<file path="src/hdl/spongent_pkg.sv">
/*
 * Shared constants and types for the Spongent-128/128/8 board self-test.
 * Holds the hash parameters, the S-box, the sponge state view, the SPI
 * framing constants and the state encodings of the core and the feeder.
 * Modules import it inside their body.
 */

package spongent_pkg;

    // ---------------------------------------------------------
    // Spongent-128/128/8 parameters
    // ---------------------------------------------------------
    localparam int HASH_N         = 128;
    localparam int HASH_C         = 128;
    localparam int HASH_R         = 8;
    localparam int STATE_B        = HASH_C + HASH_R;
    localparam int ROUNDS         = 70;
    localparam int SQUEEZE_BLOCKS = HASH_N / HASH_R;
    localparam int RND_W          = $clog2(ROUNDS);
    localparam int BLK_W          = $clog2(SQUEEZE_BLOCKS);

    localparam logic [6:0] LCNT_INIT = 7'h7A;
    localparam logic [7:0] LCNT_POLY = 8'hC1; // x^7 + x^6 + 1.

    // Entry i is S(i).
    localparam logic [15:0][3:0] SBOX = {
        4'h6, 4'h3, 4'hC, 4'h9, 4'h5, 4'h8, 4'hA, 4'h7,
        4'hF, 4'h4, 4'h1, 4'h2, 4'h0, 4'hB, 4'hD, 4'hE
    };

    // The permutation layer works on bits, the S-box layer on nibbles.
    typedef union packed {
        logic [STATE_B-1:0]         flat;
        logic [STATE_B/4-1:0][3:0]  nib;
    } sponge_state_u;

    localparam logic [7:0] PAD_BYTE = 8'h80;

    // ---------------------------------------------------------
    // SPI source framing
    // ---------------------------------------------------------
    localparam logic [7:0] SPI_CMD_READ = 8'h52;
    localparam int         SPI_DIV      = 2;
    localparam int         SPI_DIV_W    = $clog2(SPI_DIV + 1);

    // Sponge phases.
    localparam logic [1:0] PH_ABSORB  = 2'd0;
    localparam logic [1:0] PH_PAD     = 2'd1;
    localparam logic [1:0] PH_SQUEEZE = 2'd2;

    // Feeder FSM states.
    localparam logic [2:0] FS_START  = 3'd0;
    localparam logic [2:0] FS_CMD    = 3'd1;
    localparam logic [2:0] FS_LEN    = 3'd2;
    localparam logic [2:0] FS_READ   = 3'd3;
    localparam logic [2:0] FS_FEED   = 3'd4;
    localparam logic [2:0] FS_FINISH = 3'd5;
    localparam logic [2:0] FS_WAIT   = 3'd6;
    localparam logic [2:0] FS_DONE   = 3'd7;

endpackage
</file>
<file path="src/hdl/spi_byte_if.sv">
/*
 * Byte-level handshake between the feeder and the SPI master.
 * A start pulse launches one byte; done flags the received byte.
 */

`timescale 1ns/10ps

interface spi_byte_if;

    logic       start;
    logic [7:0] tx_byte;
    logic [7:0] rx_byte;
    logic       done;

    modport ctrl (output start, tx_byte, input rx_byte, done);

    modport shifter (input start, tx_byte, output rx_byte, done);

endinterface

</file>
<file path="src/hdl/hash_if.sv">
/*
 * Link between the message feeder and the Spongent core.
 * The feeder pulses data_ready per byte and start_hash once at the end;
 * the core answers with busy, a one-cycle end_hash and the digest.
 */

`timescale 1ns/10ps

interface hash_if;
    import spongent_pkg::*;

    logic [HASH_R-1:0] data;
    logic              data_ready;
    logic              start_hash;
    logic              busy;
    logic              end_hash;
    logic [HASH_N-1:0] digest;

    modport feeder (
        output data, data_ready, start_hash,
        input  busy, end_hash, digest
    );

    modport core (
        input  data, data_ready, start_hash,
        output busy, end_hash, digest
    );

endinterface

</file>
<file path="src/hdl/spongent_autotest_top.sv">
/*
 * Board top level for the Spongent hash self-test.
 * Streams a message from the SPI source through the hash core and shows
 * the digest word chosen by switch_i on the seven-segment display.
 * The unused SD-card pins are tied to fixed levels.
 */

`timescale 1ns/10ps

module spongent_autotest_top #(
    parameter int unsigned REFRESH_DIV = 100000
) (
    input  logic        sys_clk_pad_i,
    input  logic        rst_n,

    output logic        cs,
    output logic        sclk,
    output logic        mosi,
    input  logic        miso,
    output logic        sd_reset,
    output logic        sd_dat_1,
    output logic        sd_dat_2,

    output logic [6:0]  seg,
    output logic [7:0]  an,
    input  logic [1:0]  switch_i,
    output logic [15:0] leds_o
);

    logic [31:0] digest_word;

    hash_if     hif ();
    spi_byte_if sbus ();

    assign sd_reset = 1'b0;
    assign sd_dat_1 = 1'b1;
    assign sd_dat_2 = 1'b1;

    spi_master u_spi (
        .clk   (sys_clk_pad_i),
        .rst_n (rst_n),
        .bus   (sbus.shifter),
        .sclk  (sclk),
        .mosi  (mosi),
        .miso  (miso)
    );

    autotest_feed u_feed (
        .clk         (sys_clk_pad_i),
        .rst_n       (rst_n),
        .spi         (sbus.ctrl),
        .hif         (hif.feeder),
        .cs          (cs),
        .digest_word (digest_word),
        .word_sel    (switch_i),
        .status      (leds_o)
    );

    spongent_iter u_hash (
        .clk   (sys_clk_pad_i),
        .rst_n (rst_n),
        .hif   (hif.core)
    );

    seg_display #(
        .REFRESH_DIV (REFRESH_DIV)
    ) u_disp (
        .clk   (sys_clk_pad_i),
        .rst_n (rst_n),
        .din   (digest_word),
        .an    (an),
        .seg   (seg)
    );

endmodule

</file>
<file path="src/hdl/seg_display.sv">
/*
 * Eight-digit multiplexed hex display for one 32-bit word.
 * Digit i shows nibble i of din on an[i]; anodes and segments are
 * active low, segments ordered g down to a.
 */

`timescale 1ns/10ps

module seg_display #(
    parameter int unsigned REFRESH_DIV = 100000
) (
    input  logic        clk,
    input  logic        rst_n,
    input  logic [31:0] din,
    output logic [7:0]  an,
    output logic [6:0]  seg
);

    logic [31:0] scan_cnt;
    logic [2:0]  digit;
    logic [3:0]  nibble;
    logic [6:0]  seg_dec;

    assign nibble = din[digit * 4 +: 4];

    always_comb begin
        case (nibble)
            4'h0: seg_dec = 7'h40;
            4'h1: seg_dec = 7'h79;
            4'h2: seg_dec = 7'h24;
            4'h3: seg_dec = 7'h30;
            4'h4: seg_dec = 7'h19;
            4'h5: seg_dec = 7'h12;
            4'h6: seg_dec = 7'h02;
            4'h7: seg_dec = 7'h78;
            4'h8: seg_dec = 7'h00;
            4'h9: seg_dec = 7'h10;
            4'hA: seg_dec = 7'h08;
            4'hB: seg_dec = 7'h03;
            4'hC: seg_dec = 7'h46;
            4'hD: seg_dec = 7'h21;
            4'hE: seg_dec = 7'h06;
            default: seg_dec = 7'h0E;
        endcase
    end

    always_ff @(posedge clk or negedge rst_n) begin
        if (!rst_n) begin
            scan_cnt <= '0;
            digit    <= '0;
            an       <= 8'hFF;
            seg      <= 7'h7F;
        end else begin
            if (scan_cnt == REFRESH_DIV - 1) begin
                scan_cnt <= '0;
                digit    <= digit + 1'b1;
            end else begin
                scan_cnt <= scan_cnt + 1'b1;
            end
            an  <= ~(8'b1 << digit); // Registered with seg so both stay aligned.
            seg <= seg_dec;
        end
    end

endmodule

</file>
<file path="src/hdl/autotest_feed.sv">
/*
 * Self-test sequencer. Reads a length byte and the message over SPI,
 * feeds each byte to the hash core, asks for the digest and latches it.
 * word_sel picks one 32-bit word of the digest for the display.
 */

`timescale 1ns/10ps

module autotest_feed (
    input  logic        clk,
    input  logic        rst_n,
    spi_byte_if.ctrl    spi,
    hash_if.feeder      hif,
    output logic        cs,
    output logic [31:0] digest_word,
    input  logic [1:0]  word_sel,
    output logic [15:0] status
);
    import spongent_pkg::*;

    logic [2:0]        fsm;
    logic [7:0]        len_q;
    logic [7:0]        remain;
    logic              done_q;
    logic [HASH_N-1:0] digest_q;
    logic              core_free;

    // busy rises one cycle after a request, so a pending pulse also counts.
    assign core_free = !hif.busy && !hif.data_ready;

    always_ff @(posedge clk or negedge rst_n) begin
        if (!rst_n) begin
            fsm            <= FS_START;
            cs             <= 1'b1;
            spi.start      <= 1'b0;
            spi.tx_byte    <= '0;
            hif.data       <= '0;
            hif.data_ready <= 1'b0;
            hif.start_hash <= 1'b0;
            len_q          <= '0;
            remain         <= '0;
            done_q         <= 1'b0;
            digest_q       <= '0;
        end else begin
            spi.start      <= 1'b0;
            hif.data_ready <= 1'b0;
            hif.start_hash <= 1'b0;
            case (fsm)
                FS_START: begin
                    cs          <= 1'b0;
                    spi.tx_byte <= SPI_CMD_READ;
                    spi.start   <= 1'b1;
                    fsm         <= FS_CMD;
                end
                FS_CMD: if (spi.done) begin
                    spi.tx_byte <= 8'hFF; // Idle fill while reading.
                    spi.start   <= 1'b1;
                    fsm         <= FS_LEN;
                end
                FS_LEN: if (spi.done) begin
                    len_q  <= spi.rx_byte;
                    remain <= spi.rx_byte;
                    if (spi.rx_byte == 8'd0) begin
                        fsm <= FS_FINISH;
                    end else begin
                        spi.start <= 1'b1;
                        fsm       <= FS_READ;
                    end
                end
                FS_READ: if (spi.done) begin
                    hif.data <= spi.rx_byte;
                    remain   <= remain - 1'b1;
                    fsm      <= FS_FEED;
                end
                FS_FEED: if (core_free) begin
                    hif.data_ready <= 1'b1;
                    if (remain == 8'd0) begin
                        fsm <= FS_FINISH;
                    end else begin
                        spi.start <= 1'b1; // Next read overlaps the permutation.
                        fsm       <= FS_READ;
                    end
                end
                FS_FINISH: if (core_free) begin
                    hif.start_hash <= 1'b1;
                    fsm            <= FS_WAIT;
                end
                FS_WAIT: if (hif.end_hash) begin
                    digest_q <= hif.digest;
                    cs       <= 1'b1;
                    done_q   <= 1'b1;
                    fsm      <= FS_DONE;
                end
                default: fsm <= FS_DONE; // Held until the next reset.
            endcase
        end
    end

    assign digest_word = digest_q[word_sel * 32 +: 32];

    assign status = {len_q, 5'b0, ~cs, hif.busy, done_q};

endmodule

</file>
<file path="src/hdl/spongent_iter.sv">
/*
 * Iterative Spongent-128/128/8 sponge, one round per clock.
 * Each data_ready absorbs one byte and runs a 70-round permutation.
 * start_hash absorbs the pad byte, then squeezes sixteen digest bytes,
 * MSB first, and pulses end_hash after the last one.
 */

`timescale 1ns/10ps

module spongent_iter (
    input  logic   clk,
    input  logic   rst_n,
    hash_if.core   hif
);
    import spongent_pkg::*;

    sponge_state_u    state;
    sponge_state_u    with_cnt;
    sponge_state_u    subst;
    sponge_state_u    permuted;
    logic [6:0]       lc;
    logic [6:0]       lc_rev;
    logic [6:0]       lc_next;
    logic [RND_W-1:0] rnd;
    logic [BLK_W-1:0] blk;
    logic [1:0]       phase;

    // ---------------------------------------------------------
    // Round function
    // ---------------------------------------------------------
    always_comb begin
        for (int k = 0; k < 7; k++) begin
            lc_rev[k] = lc[6-k];
        end
        lc_next = {lc[5:0], ^(lc & LCNT_POLY[7:1])};
    end

    always_comb begin
        with_cnt = state;
        with_cnt.flat[6:0] = state.flat[6:0] ^ lc;
        with_cnt.flat[STATE_B-1 -: 7] = state.flat[STATE_B-1 -: 7] ^ lc_rev;
    end

    always_comb begin
        for (int i = 0; i < STATE_B / 4; i++) begin
            subst.nib[i] = SBOX[with_cnt.nib[i]];
        end
    end

    // Bit j goes to j*34 mod 135; the top bit stays put.
    always_comb begin
        permuted.flat = '0;
        for (int j = 0; j < STATE_B - 1; j++) begin
            permuted.flat[(j * (STATE_B / 4)) % (STATE_B - 1)] = subst.flat[j];
        end
        permuted.flat[STATE_B-1] = subst.flat[STATE_B-1];
    end

    // ---------------------------------------------------------
    // Sponge sequencing
    // ---------------------------------------------------------
    always_ff @(posedge clk or negedge rst_n) begin
        if (!rst_n) begin
            state.flat   <= '0;
            lc           <= LCNT_INIT;
            rnd          <= '0;
            blk          <= '0;
            phase        <= PH_ABSORB;
            hif.busy     <= 1'b0;
            hif.end_hash <= 1'b0;
            hif.digest   <= '0;
        end else begin
            hif.end_hash <= 1'b0;
            if (!hif.busy) begin
                if (hif.data_ready) begin
                    state.flat[HASH_R-1:0] <= state.flat[HASH_R-1:0] ^ hif.data;
                    hif.busy <= 1'b1;
                    phase    <= PH_ABSORB;
                    rnd      <= '0;
                    lc       <= LCNT_INIT;
                end else if (hif.start_hash) begin
                    state.flat[HASH_R-1:0] <= state.flat[HASH_R-1:0] ^ PAD_BYTE;
                    hif.busy <= 1'b1;
                    phase    <= PH_PAD;
                    rnd      <= '0;
                    blk      <= '0;
                    lc       <= LCNT_INIT;
                end
            end else begin
                state <= permuted;
                lc    <= lc_next;
                rnd   <= rnd + 1'b1;
                if (rnd == RND_W'(ROUNDS - 1)) begin
                    rnd <= '0;
                    lc  <= LCNT_INIT;
                    case (phase)
                        PH_PAD, PH_SQUEEZE: begin
                            // Rate byte of the finished permutation.
                            hif.digest <= {hif.digest[HASH_N-HASH_R-1:0],
                                           permuted.flat[HASH_R-1:0]};
                            if (blk == BLK_W'(SQUEEZE_BLOCKS - 1)) begin
                                hif.busy     <= 1'b0;
                                hif.end_hash <= 1'b1;
                            end else begin
                                blk   <= blk + 1'b1;
                                phase <= PH_SQUEEZE;
                            end
                        end
                        default: hif.busy <= 1'b0; // Byte absorbed.
                    endcase
                end
            end
        end
    end

endmodule

</file>
<file path="src/hdl/spi_master.sv">
/*
 * Mode-0 SPI byte shifter, MSB first.
 * sclk idles low and toggles every SPI_DIV clocks, so one byte takes
 * 32 clocks. mosi moves on falling edges and miso is sampled on rising
 * edges. Chip select is left to the caller.
 */

`timescale 1ns/10ps

module spi_master (
    input  logic         clk,
    input  logic         rst_n,
    spi_byte_if.shifter  bus,
    output logic         sclk,
    output logic         mosi,
    input  logic         miso
);
    import spongent_pkg::*;

    logic                 active;
    logic [SPI_DIV_W-1:0] div_cnt;
    logic [3:0]           half_cnt;
    logic [7:0]           tx_sh;
    logic [7:0]           rx_sh;

    assign bus.rx_byte = rx_sh;
    assign mosi        = tx_sh[7];

    always_ff @(posedge clk or negedge rst_n) begin
        if (!rst_n) begin
            active   <= 1'b0;
            div_cnt  <= '0;
            half_cnt <= '0;
            tx_sh    <= '0;
            rx_sh    <= '0;
            sclk     <= 1'b0;
            bus.done <= 1'b0;
        end else begin
            bus.done <= 1'b0;
            if (!active) begin
                if (bus.start) begin
                    active   <= 1'b1;
                    div_cnt  <= '0;
                    half_cnt <= '0;
                    tx_sh    <= bus.tx_byte; // First bit is on mosi before the first rise.
                end
            end else if (div_cnt == SPI_DIV_W'(SPI_DIV - 1)) begin
                div_cnt  <= '0;
                sclk     <= ~sclk;
                half_cnt <= half_cnt + 1'b1;
                if (!sclk) begin
                    rx_sh <= {rx_sh[6:0], miso};
                end else begin
                    tx_sh <= {tx_sh[6:0], 1'b0};
                    if (half_cnt == 4'd15) begin // Eighth falling edge ends the byte.
                        active   <= 1'b0;
                        bus.done <= 1'b1;
                    end
                end
            end else begin
                div_cnt <= div_cnt + 1'b1;
            end
        end
    end

endmodule

</file>
<file path="config.mk">
export PLATFORM = sky130hd
export DESIGN_NAME = spongent_autotest_top
export DESIGN_NICKNAME = d
export VERILOG_FILES = /design/src/hdl/spongent_pkg.sv /design/src/hdl/spi_byte_if.sv /design/src/hdl/hash_if.sv /design/src/hdl/spongent_autotest_top.sv /design/src/hdl/seg_display.sv /design/src/hdl/autotest_feed.sv /design/src/hdl/spongent_iter.sv /design/src/hdl/spi_master.sv
export SDC_FILE = /design/constraint.sdc
export NUM_CORES = 1
export LEC_CHECK = 0
export CAP_MARGIN = 20
export CORE_AREA = 2 2 227 229
export CTS_BUF_LIST = sky130_fd_sc_hd__clkbuf_4
export DETAILED_ROUTE_END_ITERATION = 10
export DIE_AREA = 0 0 229 231
export DONT_BUFFER_PORTS = 1
export PLACE_DENSITY = 0.69
export RECOVER_POWER = 25
export SLEW_MARGIN = 20
export SYNTH_ARGS = -nofsm -noshare
export SYNTH_HDL_FRONTEND = slang
export SYNTH_SLANG_ARGS = --single-unit
</file>
<file path="constraint.sdc">
create_clock -name sys_clk_pad_i -period 3.36 [get_ports sys_clk_pad_i]
set_input_delay 0.336 -clock sys_clk_pad_i [delete_from_list [all_inputs] [get_ports sys_clk_pad_i]]
set_output_delay 0.336 -clock sys_clk_pad_i [all_outputs]
set_load 0.01 [all_outputs]
</file>
==> results.py <==
metrics = {
    "floorplanning": {
        "start_util_pct": 53.04,
        "die_x_um": 229,
        "pin_count": 42,
        "die_area_mm2": 0.05290,
        "rows": 83,
        "core_mm2": 0.05068,
        "die_h_um": 231,
    },
    "clocking": {
        "cts.sinks": 523,
        "clkTransAtPathRegs_ns": 0.07,
        "ctsResizeCount": 0,
        "cts_tree": "yes",
        "htree_levels": 4,
        "postCtsHoldBufs": 3,
        "cts_buffer_depth": 3,
        "clk-insertion-delay-late_ns": 0.98,
        "clockRootBuffer": "clkbuf_4",
        "post_cts_buffers": 0,
        "cts-buffers-inserted": 141,
    },
    "grt": {
        "grt-ovfl-total": 0,
        "grt_usage_pct": 19.95,
        "antenna_found_initial": 2,
        "grt_pass1_wl_um": 86350,
        "first_global_vias": 17350,
        "grt_max_degree": 524,
    },
    "finish": {
        "drive_gt1_share_pct": 25.57,
        "fin_nets": 2469,
        "stdcell_area_mm2": 0.02894,
        "nFillCells": 4238,
        "fin_util_pct": 57.10,
        "final_cells": 3084,
        "syn_to_final_growth_pct": 7.652,
    },
    "drt": {
        "wl_per_cell_um": 16.40,
        "route.detailed.drc": 0,
        "ant_nets": 0,
        "totalWireLength_um": 50580,
        "drt_first_pass_iters": 5,
        "viasPerCell": 5.491,
        "first_iter_violations": 1017,
        "vias": 16930,
    },
    "run_status": {
        "outcome": "complete, but fails checks",
        "violations": "negative hold slack",
    },
    "timing": {
        "worstMarginPinSlew_ns": 0.8855,
        "max_slew_margin_pct": 40.51,
        "setup_viol": 0,
        "fin_ws_ns": 0.5412,
        "hold_viol": 523,
        "rsz0062_at_grt": "false",
        "period_minus_slack_ns": 2.819,
        "holdWs_ns": -0.9185,
        "fmax_ghz": 0.3548,
        "fin_setup_tns_ns": 0,
        "slew_violations": 0,
        "clock_skew_ns": 0.05354,
        "period_share_pct": 83.89,
    },
    "setup_path": {
        "worst_setup_path_start_kind": "flop",
        "worstPathCellList": "buf_4, mux4_2, mux4_2, mux2i_4, inv_1, ha_1, inv_1, mux2i_1, a21o_1",
        "setup.worst_path.class": "flop to flop",
        "critPathRequiredTime_ns": 4.28,
        "critical_path.top_delay_family": "multiplexers",
        "cp_slowest_stage_delay_ns": 0.52,
        "cp.buffers_inverters": 3,
        "path_max_fanout": 17,
        "slowest_stage": "mux4_2",
        "critical_path.endpoint_type": "flop",
        "arrival_ns": 3.74,
    },
    "power_and_ir_drop": {
        "powerDensity_mw_per_mm2": 411.7,
        "power_mw": 11.92,
        "peakVddDrop_v": 0.0002302,
        "cellLeakagePower_nw": 13.81,
    },
    "hold_path": {
        "worstHoldPathType": "input pin to async pin",
    },
    "synthesis": {
        "synth_compound_area_share_pct": 8.872,
        "netlist_instances": 2305,
        "synth-main-ff-cell": "dfrtp_1",
        "async_reset_ff_share_pct": 100.0,
        "synthMuxAreaShare_pct": 20.70,
        "yosysTopAreaCellShare_pct": 46.73,
        "avgSynthCellArea_um2": 11.66,
        "synth_area_mm2": 0.02688,
        "synth_cell_types": 61,
        "synthAdderAreaFrac_pct": 6.889,
        "ys_warn_count": 0,
        "synth-simple-area-share_pct": 6.945,
        "synth_enable_flop_cells": 0,
        "synth-xor-area-share_pct": 3.160,
        "ys_seq_area_share_pct": 48.79,
        "synth_area_leaders": "dfrtp_1 (47%), mux2_2 (13%), ha_1 (6.9%)",
        "ys_seq_elements": 523,
        "synth_top_cell_by_area": "dfrtp_1",
        "synth_top_family_by_area": "multiplexers",
    },
    "place": {
        "detailed_place_hpwl_um": 32270,
        "placed_area_mm2": 0.02718,
        "gp_congestion": 0.7932,
        "numPortBuffers": 0,
        "placed_cells": 2850,
        "dp_slack_ns": 0.5445,
    },
    "run": {
        "drv_cap": 0,
    },
}
layout make-up:
cell class,instances,area [um2],area share (%)
clock buffers,196,1471,5.085
flip-flops and latches,523,13120,45.33
multi-input cells,1495,12570,43.44
inverters,142,533.0,1.842
clock inverters,32,244.0,0.8431
well taps,680,850.8,2.940
repair buffers,13,142.6,0.4929
diodes,3,7.507,0.02594
sequential cells by signal, summed over array words and instances, names as in the netlist, 32 cells and up:
name and count:
u_disp.scan_cnt 32, u_hash.state 136, u_feed.digest_q 128, u_hash.hif.digest 128
power by group:
part | switching (mW) | total (mW) | internal, mW
clock | 2.59 | 5.56 | 2.97
combinational | 0.0136 | 0.0338 | 0.0201
sequential | 0.0107 | 6.32 | 6.31
total | 2.62 | 11.9 | 9.30
layout by cell type, fill, tap and decap left out, drive strengths merged, types with 24 or more instances in the layout:
cell,synthesis,layout
mux2,302,302
o21ai,122,122
mux4,63,63
nand3,38,38
dfrtp,502,502
clkbuf,113,196
clkinv,0,24
xnor2,66,66
mux2i,72,72
nor2,125,125
a21oi,121,121
o211ai,56,56
a211oi,24,24
xor2,31,31
inv,142,143
nand2,143,143
ha,148,148
synth_stat cells (3+ instances only):
master and count:
o22a_1 6, nor4_1 6, nor3b_1 4, nand3_1 38, mux2i_1 70, o21ai_0 122
buf_6 11, o31a_1 7, a21oi_1 121, o22ai_1 9, mux4_2 63, a21o_1 22
xor2_1 31, buf_2 5, o21a_1 3, xnor2_1 66, mux2_2 302, nor2_1 125
nand2b_1 20, dfstp_2 21, and4_1 8, and2_1 4, dfrtp_1 502, and3_1 8
a211oi_1 23, o211ai_1 56, nor3_1 23, a22o_1 4, a31oi_1 6, buf_1 8
nand4_1 6, ha_1 148, clkbuf_1 113, inv_1 140, buf_4 14, nand2_1 143
nor2b_1 13
per-layer routing:
layer | vias to the layer above | GRT usage [%] | part of all wire, %
li1 | 8151 | - | -
met1 | 8430 | 26.79 | 47
met2 | 270 | 31.35 | 47
met3 | 83 | 4.965 | 4.0
met4 | 0 | 7.731 | 2.0
met5 | - | 0 | 0
path summary, 6_finish.rpt:
| check | start | endpoint | slack [ns] | depth (start not counted) |
|---|---|---|---|---|
| worst min register to register | u_disp.scan_cnt[0]$_DFF_PN0_ | u_disp.scan_cnt[0]$_DFF_PN0_ | 0.45 | 1 |
| worst max-delay path | u_disp.digit[0]$_DFFE_PN0N_ | u_disp.seg[4]$_DFF_PN1_ | 0.54 | 9 |
| worst max register to register | u_disp.digit[0]$_DFFE_PN0N_ | u_disp.seg[4]$_DFF_PN1_ | 0.54 | 9 |
| max in group asynchronous | rst_n | u_hash.hif.busy$_DFF_PN0_ | 3.58 | 0 |
| worst min-delay path | rst_n | u_hash.hif.digest[66]$_DFFE_PN0P_ | -0.92 | 0 |
| min in group sys_clk_pad_i | switch_i[1] | u_disp.seg[3]$_DFF_PN1_ | 0.18 | 5 |
cell families (layout without fill, tap and decap cells):
| family | after synthesis | in the layout |
|---|---|---|
| AO/OA/AOI/OAI | 395 | 395 |
| XOR/XNOR | 97 | 97 |
| adder cells (fa/ha/maj) | 148 | 148 |
| buffers and inverters | 293 | 383 |
| flip-flops | 523 | 523 |
| multiplexers | 437 | 437 |
| other | 2 | 11 |
| AND/OR/NAND/NOR | 410 | 410 |
No activity file was read; power rests on OpenSTA's default activity.
